--- config.mk ---
export PLATFORM = sky130hd
export DESIGN_NAME = ntm_inverter_top
export DESIGN_NICKNAME = d
export VERILOG_FILES = /design/src/ntm_inverter_pkg.sv /design/src/ntm_scalar_inverter.sv /design/src/ntm_vector_inverter.sv /design/src/ntm_inverter_top.sv
export SDC_FILE = /design/constraint.sdc
export NUM_CORES = 2
export LEC_CHECK = 0
export ABC_CLOCK_PERIOD_IN_PS = 18750
export BUFFER_PORTS_ARGS = -buffer_cell sky130_fd_sc_hd__buf_2
export CAP_MARGIN = 10
export CORE_MARGIN = 10
export CORE_UTILIZATION = 55
export CTS_CLUSTER_SIZE = 25
export DETAILED_ROUTE_END_ITERATION = 10
export GPL_ROUTABILITY_DRIVEN = 1
export GPL_TIMING_DRIVEN = 0
export MAX_ROUTING_LAYER = met4
export PLACE_DENSITY = 0.76
export SLEW_MARGIN = 20
export SYNTH_ARGS = -nofsm -noshare
export SYNTH_HDL_FRONTEND = slang
export SYNTH_SLANG_ARGS = --single-unit
--- constraint.sdc ---
create_clock -name CLK -period 18.75 [get_ports CLK]
set_clock_uncertainty 0.1 [all_clocks]
set_input_delay 0.9375 -clock CLK [delete_from_list [all_inputs] [get_ports CLK]]
set_output_delay 0.9375 -clock CLK [all_outputs]
set_load 0.005 [all_outputs]
--- src/ntm_inverter_pkg.sv ---
/*
 * Shared definitions of the modular inverter
 *   Data word width and common word constants
 *   Iteration bound of the scalar inverter and its counter width
 *   State encoding of the vector sequencer
 */

`default_nettype none

package ntm_inverter_pkg;

  //////////////////////////////////////////////////////////////////////
  // Widths
  //////////////////////////////////////////////////////////////////////

  // Data, modulus, length and result words
  localparam int data_size = 32;

  // Safety stop of the reduction loop
  localparam int iter_limit = 2 * data_size;
  localparam int iter_width = $clog2(iter_limit + 1);

  //////////////////////////////////////////////////////////////////////
  // Constants
  //////////////////////////////////////////////////////////////////////

  localparam logic [data_size-1:0] word_zero = '0;
  localparam logic [data_size-1:0] word_one  = 1;

  //////////////////////////////////////////////////////////////////////
  // Sequencer states
  //////////////////////////////////////////////////////////////////////

  typedef enum logic [1:0] {
    starter_state = 2'd0,   // Wait for START
    input_state   = 2'd1,   // Wait for next element
    ender_state   = 2'd2    // Wait for scalar result
  } vector_state_t;

endpackage

`default_nettype wire

--- src/ntm_scalar_inverter.sv ---
/*
 * Iterative modular inverter for one element
 *   Binary extended Euclid, one reduction step per cycle
 *   Load cycle, up to iter_limit iterations, one correction cycle
 *   Returns zero for a non-invertible or zero operand
 */

`timescale 1ns/10ps
`default_nettype none

module ntm_scalar_inverter
  import ntm_inverter_pkg::*;
(
  input  wire                 CLK,
  input  wire                 RST,
  input  wire                 start,
  input  wire [data_size-1:0] modulo_in,
  input  wire [data_size-1:0] data_in,
  output logic                ready,
  output logic [data_size-1:0] data_out
);

  //////////////////////////////////////////////////////////////////////
  // Signals
  //////////////////////////////////////////////////////////////////////

  // Control
  logic                  busy;
  logic                  corr;
  logic                  stop;
  logic [iter_width-1:0] iter_cnt;

  // Datapath
  // Invariants x1*a = u and x2*a = v, both mod m
  logic [data_size-1:0] u;
  logic [data_size-1:0] v;
  logic [data_size-1:0] x1;
  logic [data_size-1:0] x2;
  logic [data_size-1:0] m;

  // Correction
  logic [data_size-1:0] sel_coef;
  logic [data_size-1:0] fixed_coef;
  logic                 invertible;

  //////////////////////////////////////////////////////////////////////
  // Coefficient arithmetic
  //////////////////////////////////////////////////////////////////////

  // Division by two mod m, m odd
  function automatic logic [data_size-1:0] mod_half(
    input logic [data_size-1:0] x,
    input logic [data_size-1:0] md
  );
    logic [data_size:0] sum;
    sum = {1'b0, x} + {1'b0, md};
    // Odd coefficient made even by adding the modulus
    if (x[0]) begin
      return sum[data_size:1];
    end
    return x >> 1;
  endfunction

  // Subtraction mod m, both operands below m
  function automatic logic [data_size-1:0] mod_sub(
    input logic [data_size-1:0] a,
    input logic [data_size-1:0] b,
    input logic [data_size-1:0] md
  );
    if (a >= b) begin
      return a - b;
    end
    // Wrap around, stays below m
    return a + (md - b);
  endfunction

  //////////////////////////////////////////////////////////////////////
  // Loop exit
  //////////////////////////////////////////////////////////////////////

  // One reached, zero reached or iterations spent
  assign stop = (u == word_one) || (v == word_one) ||
                (u == word_zero) || (v == word_zero) ||
                (iter_cnt == iter_width'(iter_limit));

  //////////////////////////////////////////////////////////////////////
  // Control
  //////////////////////////////////////////////////////////////////////

  always_ff @(posedge CLK or posedge RST) begin
    if (RST) begin
      busy     <= 1'b0;
      corr     <= 1'b0;
      ready    <= 1'b0;
      iter_cnt <= '0;
    end else begin
      // Pulses by default
      corr  <= 1'b0;
      ready <= corr;
      if (start) begin
        // Load cycle
        busy     <= 1'b1;
        iter_cnt <= '0;
      end else if (busy) begin
        if (stop) begin
          busy <= 1'b0;
          corr <= 1'b1;
        end else begin
          iter_cnt <= iter_cnt + iter_width'(1);
        end
      end
    end
  end

  //////////////////////////////////////////////////////////////////////
  // Reduction datapath
  //////////////////////////////////////////////////////////////////////

  always_ff @(posedge CLK) begin
    if (start) begin
      u  <= data_in;
      v  <= modulo_in;
      x1 <= word_one;
      x2 <= word_zero;
      m  <= modulo_in;
    end else if (busy && !stop) begin
      if (!u[0]) begin
        // Even u
        u  <= u >> 1;
        x1 <= mod_half(x1, m);
      end else if (!v[0]) begin
        // Even v
        v  <= v >> 1;
        x2 <= mod_half(x2, m);
      end else if (u >= v) begin
        // Both odd, difference is even so halve at once
        u  <= (u - v) >> 1;
        x1 <= mod_half(mod_sub(x1, x2, m), m);
      end else begin
        v  <= (v - u) >> 1;
        x2 <= mod_half(mod_sub(x2, x1, m), m);
      end
    end
  end

  //////////////////////////////////////////////////////////////////////
  // Correction
  //////////////////////////////////////////////////////////////////////

  // Coefficient of the side that reached one
  assign invertible = (u == word_one) || (v == word_one);
  assign sel_coef   = (u == word_one) ? x1 : x2;
  assign fixed_coef = (sel_coef >= m) ? sel_coef - m : sel_coef;

  // Result held until next start
  always_ff @(posedge CLK) begin
    if (corr) begin
      data_out <= invertible ? fixed_coef : word_zero;
    end
  end

endmodule

`default_nettype wire

--- src/ntm_vector_inverter.sv ---
/*
 * Vector sequencer of the modular inverter
 *   Three-state FSM over the vector elements
 *   Element and modulus registers feeding the scalar inverter
 *   Registered result strobe and end-of-vector READY
 */

`timescale 1ns/10ps
`default_nettype none

module ntm_vector_inverter
  import ntm_inverter_pkg::*;
(
  input  wire                  CLK,
  input  wire                  RST,
  input  wire                  START,
  input  wire  [data_size-1:0] SIZE_IN,
  input  wire                  DATA_IN_ENABLE,
  input  wire  [data_size-1:0] MODULO_IN,
  input  wire  [data_size-1:0] DATA_IN,
  output logic                 READY,
  output logic                 DATA_OUT_ENABLE,
  output logic [data_size-1:0] DATA_OUT
);

  //////////////////////////////////////////////////////////////////////
  // Signals
  //////////////////////////////////////////////////////////////////////

  vector_state_t state;

  // Element counting
  logic [data_size-1:0] index_loop;
  logic [data_size-1:0] last_index;

  // Scalar inverter link
  logic                 start_scalar;
  logic                 ready_scalar;
  logic [data_size-1:0] modulo_scalar;
  logic [data_size-1:0] data_scalar;
  logic [data_size-1:0] result_scalar;

  //////////////////////////////////////////////////////////////////////
  // FSM
  //////////////////////////////////////////////////////////////////////

  always_ff @(posedge CLK or posedge RST) begin
    if (RST) begin
      state           <= starter_state;
      index_loop      <= word_zero;
      last_index      <= word_zero;
      start_scalar    <= 1'b0;
      READY           <= 1'b0;
      DATA_OUT_ENABLE <= 1'b0;
      DATA_OUT        <= word_zero;
    end else begin
      // Strobes last one cycle
      start_scalar    <= 1'b0;
      READY           <= 1'b0;
      DATA_OUT_ENABLE <= 1'b0;
      case (state)
        starter_state: begin
          if (START) begin
            // Zero length runs as one element
            last_index <= (SIZE_IN == word_zero) ? word_zero : SIZE_IN - word_one;
            index_loop <= word_zero;
            state      <= input_state;
          end
        end
        input_state: begin
          if (DATA_IN_ENABLE) begin
            // Scalar start for every element
            start_scalar <= 1'b1;
            state        <= ender_state;
          end
        end
        ender_state: begin
          if (ready_scalar) begin
            DATA_OUT        <= result_scalar;
            DATA_OUT_ENABLE <= 1'b1;
            if (index_loop == last_index) begin
              // Last result
              READY <= 1'b1;
              state <= starter_state;
            end else begin
              index_loop <= index_loop + word_one;
              state      <= input_state;
            end
          end
        end
        default: begin
          state <= starter_state;
        end
      endcase
    end
  end

  // Operand capture, stable while the scalar inverter runs
  always_ff @(posedge CLK) begin
    if (state == input_state && DATA_IN_ENABLE) begin
      modulo_scalar <= MODULO_IN;
      data_scalar   <= DATA_IN;
    end
  end

  //////////////////////////////////////////////////////////////////////
  // Scalar inverter
  //////////////////////////////////////////////////////////////////////

  ntm_scalar_inverter scalar_inverter (
    .CLK       (CLK),
    .RST       (RST),
    .start     (start_scalar),
    .modulo_in (modulo_scalar),
    .data_in   (data_scalar),
    .ready     (ready_scalar),
    .data_out  (result_scalar)
  );

endmodule

`default_nettype wire

--- src/ntm_inverter_top.sv ---
/*
 * Top level of the modular inverter
 *   Subsystem boundary for the accelerator
 *   Vector sequencer with its scalar inverter
 */

`timescale 1ns/10ps
`default_nettype none

module ntm_inverter_top
  import ntm_inverter_pkg::*;
(
  // Global
  input  wire                  CLK,
  input  wire                  RST,

  // Control
  input  wire                  START,
  input  wire                  DATA_IN_ENABLE,
  output logic                 READY,
  output logic                 DATA_OUT_ENABLE,

  // Data
  input  wire  [data_size-1:0] SIZE_IN,
  input  wire  [data_size-1:0] MODULO_IN,
  input  wire  [data_size-1:0] DATA_IN,
  output logic [data_size-1:0] DATA_OUT
);

  //////////////////////////////////////////////////////////////////////
  // Vector sequencer
  //////////////////////////////////////////////////////////////////////

  // No registers here, latency is the sequencer's
  ntm_vector_inverter vector_inverter (
    // Global
    .CLK             (CLK),
    .RST             (RST),

    // Control
    .START           (START),
    .DATA_IN_ENABLE  (DATA_IN_ENABLE),
    .READY           (READY),
    .DATA_OUT_ENABLE (DATA_OUT_ENABLE),

    // Data
    .SIZE_IN         (SIZE_IN),
    .MODULO_IN       (MODULO_IN),
    .DATA_IN         (DATA_IN),
    .DATA_OUT        (DATA_OUT)
  );

endmodule

`default_nettype wire

# [Word level (Yosys, flattened, before mapping)]
# Index checks and enable logic that the tools add are counted.
# Widths: inputs -> output; s select.
[word_totals] reg_bits=367 inputBits=100 elab_cells=181 mem_bits_rw=0 latchBits=0 out_inout_bits=34 mem_bits_ro=0 mem_count=0
[op_classes] shifts=0 n_mux=98 multipliers=0 n_eq_ne=17 bitwise_logic=0 magnitude_cmp=4 n_div=0 add_sub_neg=16 reduce_logical=25
[ops] operator="$mux 32" count=43
[ops] operator="$sub 32x32->32" count=7
[ops] operator="$add 32x32->33" count=4
[ops] operator="$ge 32x32->1" count=4
[ops] operator="$logic_not 32->1" count=3
[ops] operator="$add 32x32->32" count=2
[ops] operator="$eq 32x1->1 const B" count=2
[ops] operator="$pmux 32 s2" count=1
[ops] operator="$mux 1" count=47
[ops] operator="$add 32x1->32 const B" count=1
[ops] operator="$eq 32x32->1" count=1
[ops] operator="$sub 32x1->32 const B" count=1
[ops] operator="$mux 7" count=3
[ops] operator="$reduce_and 3->1" count=5
[ops] operator="$ne 2x2->1 const B" count=5
[ops] operator="$reduce_and 2->1" count=4
[ops] operator="$reduce_bool 2->1" count=4
[ops] operator="$add 7x1->7 const B" count=1
[ops] operator="$eq 7x7->1 const B" count=1
[ops] operator="$mux 2" count=3
[ops] operator="$ne 2x1->1 const B" count=3
[ops] operator="$ne 3x1->1 const B" count=2
[ops] operator="$pmux 2 s3" count=1
[ops] operator="$logic_or 1x1->1" count=4
[ops] operator="7 further kinds" count=8

# [Logic depth before layout (Yosys ltp)]
[logic_depth] ltp_word=25 mapped_depth=30 mapped_depth_nobuf=30

# [Modules after synthesis]
# Synthesis repeated with hierarchy kept, for this count alone.
[unflattened] hier_cells=4701 hier_area_um2=38200.4
[modules_own_cells] mod="ntm_scalar_inverter" area_per_inst_um2=30853.3 cells_per_inst=4046 n_inst=1 seq_area_each_um2=5375.2
[modules_own_cells] mod="ntm_vector_inverter" area_per_inst_um2=7347.0 cells_per_inst=655 n_inst=1 seq_area_each_um2=4449.3

# [Worst setup path before layout]
# Ideal clock, no wire load.
[synth_timing] kind="reg-to-reg" start="register vector_inverter.scalar_inverter.m[1]" end="register vector_inverter.scalar_inverter.x2[29]" t_arrival_ns=5.911 synth_period_minus_slack_ns=6.102 required_time_ns=18.559 path_stages_with_launch=23 slack_ns=12.648 path_buffers=0 setup_ns=0.091 cell_sequence="edfxtp_1 > inv_1 > fa_1 > fa_1 > nor2b_1 > o21ai_0 > a31o_2 > a31o_2 > o31ai_2 > o31ai_1 > ha_1 > a21oi_1 > o21ai_1 > or4_1 > o21ba_2 > a221o_1 > a41o_1 > a211oi_1 > o21ai_1 > a21oi_1 > mux2i_1 > nand2_1 > a311oi_1"
[synth_between] elab_chain_cells=13 word_cells_on_any_way=16 classes_between="add/sub (4); mux (12)"
[synth_lines] element="start: declaration" line_no="ntm_scalar_inverter.sv:39" text="logic [data_size-1:0] m;"
[synth_lines] element="start signal: assignment" line_no="ntm_scalar_inverter.sv:125" text="m <= modulo_in;"
[synth_lines] element="$sub 32x32->32" line_no="ntm_scalar_inverter.sv:74" text="return a + (md - b);"
[synth_lines] element="$add 32x32->32" line_no="ntm_scalar_inverter.sv:74"
[synth_lines] element="$mux 32" line_no="ntm_scalar_inverter.sv:74"
[synth_lines] element="$mux 32" line_no="ntm_scalar_inverter.sv:135" text="end else if (u >= v) begin"
[synth_lines] element="$mux 32" line_no="ntm_scalar_inverter.sv:131" text="end else if (!v[0]) begin"
[synth_lines] element="$mux 32" line_no="ntm_scalar_inverter.sv:127" text="if (!u[0]) begin"
[synth_lines] element="$mux 32" line_no="ntm_scalar_inverter.sv:126" text="end else if (busy && !stop) begin"
[synth_lines] element="$mux 32" line_no="ntm_scalar_inverter.sv:120" text="if (start) begin"
[synth_lines] element="$add 32x32->33" line_no="ntm_scalar_inverter.sv:56" text="sum = {1'b0, x} + {1'b0, md};"
[synth_lines] element="$mux 32" line_no="ntm_scalar_inverter.sv:58" text="if (x[0]) begin"
[synth_lines] element="$mux 32" line_no="ntm_scalar_inverter.sv:61" text="return x >> 1;"
[synth_lines] element="$mux 32" line_no="ntm_scalar_inverter.sv:135"
[synth_lines] element="$mux 32 (*)" line_no="ntm_scalar_inverter.sv:131"
[synth_lines] element="end signal: assignment" line_no="ntm_scalar_inverter.sv:124" text="x2 <= word_zero;"
[synth_lines] element="end signal: assignment" line_no="ntm_scalar_inverter.sv:134" text="x2 <= mod_half(x2, m);"
[synth_lines] element="end signal: assignment" line_no="ntm_scalar_inverter.sv:141" text="x2 <= mod_half(mod_sub(x2, x1, m), m);"
[synth_lines] element="end: declaration" line_no="ntm_scalar_inverter.sv:38" text="logic [data_size-1:0] x2;"
# Mark *: on every way between the ends. The rest lies on a longest branch, timed or not. The select of a mux whose other input is x is not followed.
# A chain may end at the register's enable or synchronous reset.

# [Final worst setup path]
[layout_timing] start="register vector_inverter.scalar_inverter.x2[0]" end="register vector_inverter.scalar_inverter.x2[29]"
[layout_between] elab_chain_cells=22 word_cells_on_any_way=35 classes_between="add/sub (4); order compare (1); mux (30)"
[layout_lines] element="branches (longest 21 deep; another with $ge 32x32->1)"
[layout_lines] element="$mux 32 (*)" line_no="ntm_scalar_inverter.sv:131"
# Every way passes the cells marked *. The select of a mux whose other input is x is not followed.

==> impl_metrics.env <==
export IMPL_postCtsSetupBuffers=0
export IMPL_finalHoldViolCount=0
export IMPL_rsz0062_at_grt="false"
export IMPL_clock_latency_ns=0.61
export IMPL_synth_edf_count=192
export IMPL_overflow=0
export IMPL_grt_use_met2=0.574
export IMPL_critPathKind="flop to flop"
export IMPL_wl_per_cell_um=26.4
export IMPL_yosys_warnings=0
export IMPL_die_w_um=280
export IMPL_drc=0
export IMPL_crit_family="compound AO/OA/AOI/OAI gates"
export IMPL_layout_commonest_cell="a21oi_1"
export IMPL_hp_class="input port to asynchronous set/reset pin"
export IMPL_maxSlewViolCount=0
export IMPL_final_min_clock_period_ns=8.94
export IMPL_synth_ff_type="edfxtp_1"
export IMPL_grt_use_met3=0.0717
export IMPL_r2r_start="vector_inverter.scalar_inverter.x2[0]"
export IMPL_grtUsageTotal=0.375
export IMPL_rows=95
export IMPL_clk_pin_slew_ns=0.06
export IMPL_drive_gt1_frac=0.0749
export IMPL_finalSetupTns_ns=0
export IMPL_status="complete, no violations"
export IMPL_grt_max_degree=81
export IMPL_post_drt_via_cell_ratio=6.47
export IMPL_hold_buffers=0
export IMPL_syn_area_um2=37300
export IMPL_slowest_delay_ns=0.86
export IMPL_num_fill_cells=6043
export IMPL_crit_path_start_kind="flop"
export IMPL_maxSlewHeadroom=0.120
export IMPL_gp_congestion=1.06
export IMPL_critPathCapture="vector_inverter.scalar_inverter.x2[29]"
export IMPL_grt_busiest_layer="met2"
export IMPL_async_flop_share=0.302
export IMPL_syn_nets=5057
export IMPL_timing_rr_end="vector_inverter.scalar_inverter.x2[29]"
export IMPL_numCtsBuffers=45
export IMPL_drt_wl_total_um=149000
export IMPL_h_tree_depth=2
export IMPL_clock_sinks=367
export IMPL_grt_antenna_before_repair=3
export IMPL_grt_pass1_wl_um=215000
export IMPL_crit_arrival_ns=9.35
export IMPL_end_kind="flop"
export IMPL_dr_pass1_iters=8
export IMPL_cts_resized_gates=0
export IMPL_cts_tree="done"
export IMPL_start_util=0.556
export IMPL_cp_num_buf_inv=4
export IMPL_ys_types=100
export IMPL_cts_root_buf="clkbuf_16"
export IMPL_cpMaxStageDelayCell="o21ai_1"
export IMPL_worst_pin_slew_ns=1.32
export IMPL_r2r_slack_ns=9.81
export IMPL_period_share=0.477
export IMPL_io_buffers=133
export IMPL_dieHeight_um=280
export IMPL_final_cell_mix="420 x a21oi_1, 408 x nand2_1, 367 x nor2_1"
export IMPL_nets=5245
export IMPL_ys_seq_elements=367
export IMPL_dr_first_iter_drc_count=4046
export IMPL_clockBufferDepth=3
export IMPL_cp_startpoint="vector_inverter.scalar_inverter.x2[0]"
export IMPL_io_pins=134
export IMPL_grt_use_met1=0.462
export IMPL_hpwl_um=122000
export IMPL_syn_avg_cell_area_um2=8.24
export IMPL_coreArea_um2=67200
export IMPL_ys_seq_area_frac=0.263
export IMPL_routed_via_count=36400
export IMPL_die_area_um2=78700
export IMPL_reg2reg_depth=26
export IMPL_maxCapViolCount=0
export IMPL_required_ns=19.16
export IMPL_area_growth_syn_to_layout_pct=9.24
export IMPL_ant_nets=0
export IMPL_grt_pass1_vias=34400
export IMPL_fmax_mhz=112
export IMPL_cp_depth=26
export IMPL_crit_fanout=10
export IMPL_synthCells=4531
export IMPL_setup_viol=0
kinds of logic (layout without fill, tap and decap cells):
| logic type | count (synthesis) | after routing | synth area share |
|---|---|---|---|
| adder cells (fa/ha/maj) | 429 | 429 | 0.158 |
| other | 0 | 2 | 0 |
| buffers and inverters | 552 | 775 | 0.0570 |
| AO/OA/AOI/OAI | 1455 | 1455 | 0.250 |
| flip-flops | 367 | 367 | 0.263 |
| multiplexers | 101 | 101 | 0.0287 |
| XOR/XNOR | 379 | 379 | 0.0890 |
| AND/OR/NAND/NOR | 1248 | 1248 | 0.154 |
cell type report:
cell class,instances,area (µm²),share of cell area
Antenna cell,2,5.00,0.000123
Buffer,193,783,0.0192
Clock buffer,54,1180,0.0289
Clock inverter,28,318,0.00780
Inverter,359,1350,0.0332
Multi-Input combinational cell,3612,25400,0.623
Sequential cell,367,9830,0.241
Tap cell,873,1090,0.0268
Timing Repair Buffer,141,808,0.0198
flip-flops by register name, indices dropped and copies added (netlist names), 2 cells and up:
signal	cells
vector_inverter.DATA_OUT	32
vector_inverter.data_scalar	32
vector_inverter.modulo_scalar	32
vector_inverter.state	2
vector_inverter.scalar_inverter.m	32
vector_inverter.index_loop	32
vector_inverter.scalar_inverter.x2	32
vector_inverter.scalar_inverter.x1	32
vector_inverter.scalar_inverter.u	32
vector_inverter.last_index	32
vector_inverter.scalar_inverter.data_out	32
vector_inverter.scalar_inverter.iter_cnt	7
vector_inverter.scalar_inverter.v	32
worst min path at each step:
stage                                                        to                               from  depth (start not counted)  slack (ns)
finish              vector_inverter.scalar_inverter.iter_cnt[6]                                RST                          2        0.21
global route        vector_inverter.scalar_inverter.iter_cnt[6]                                RST                          2        0.22
CTS                 vector_inverter.scalar_inverter.iter_cnt[6]                                RST                          2        0.20
detailed placement        vector_inverter.scalar_inverter.m[30]  vector_inverter.modulo_scalar[30]                          0        0.34
global placement          vector_inverter.scalar_inverter.m[27]  vector_inverter.modulo_scalar[27]                          0        0.34
floorplan                 vector_inverter.scalar_inverter.m[30]  vector_inverter.modulo_scalar[30]                          0        0.32
synthesized netlist by cell type (all sizes together) (81+ instances only):
cell type | n | area share
xnor2 | 203 | 0.048
xor2 | 176 | 0.041
o21ai | 335 | 0.045
nor3 | 81 | 0.011
a21o | 162 | 0.033
nor2 | 369 | 0.037
dfrtp | 111 | 0.074
nand2 | 408 | 0.041
ha | 355 | 0.12
a21oi | 423 | 0.057
inv | 358 | 0.036
edfxtp | 192 | 0.15
clkbuf | 145 | 0.015
through the flow:
step,setup WS (ns),hold slack [ns],instances,cell area [µm²],utilization
floorplan,12.65,0.317,4531,37300,-
global placement,8.92,0.345,5537,39100,0.582
detailed placement,10.02,0.340,5545,39300,0.585
CTS,10.0,0.198,5627,40800,0.607
global route,9.51,0.223,5629,40800,0.607
finish,9.81,0.210,5629,40800,0.607
per-layer routing:
layer | share of wire | wire length [µm] | up-vias
li1 | - | - | 16700
met2 | 0.44 | 65400 | 1973
met5 | 0 | 0 | -
met3 | 0.11 | 15800 | 387
met1 | 0.39 | 58000 | 17300
met4 | 0.063 | 9420 | 0
Power is left out: the tool's default activity adds up to more than one toggle a clock period on the data nets, which glitch-free logic cannot reach.
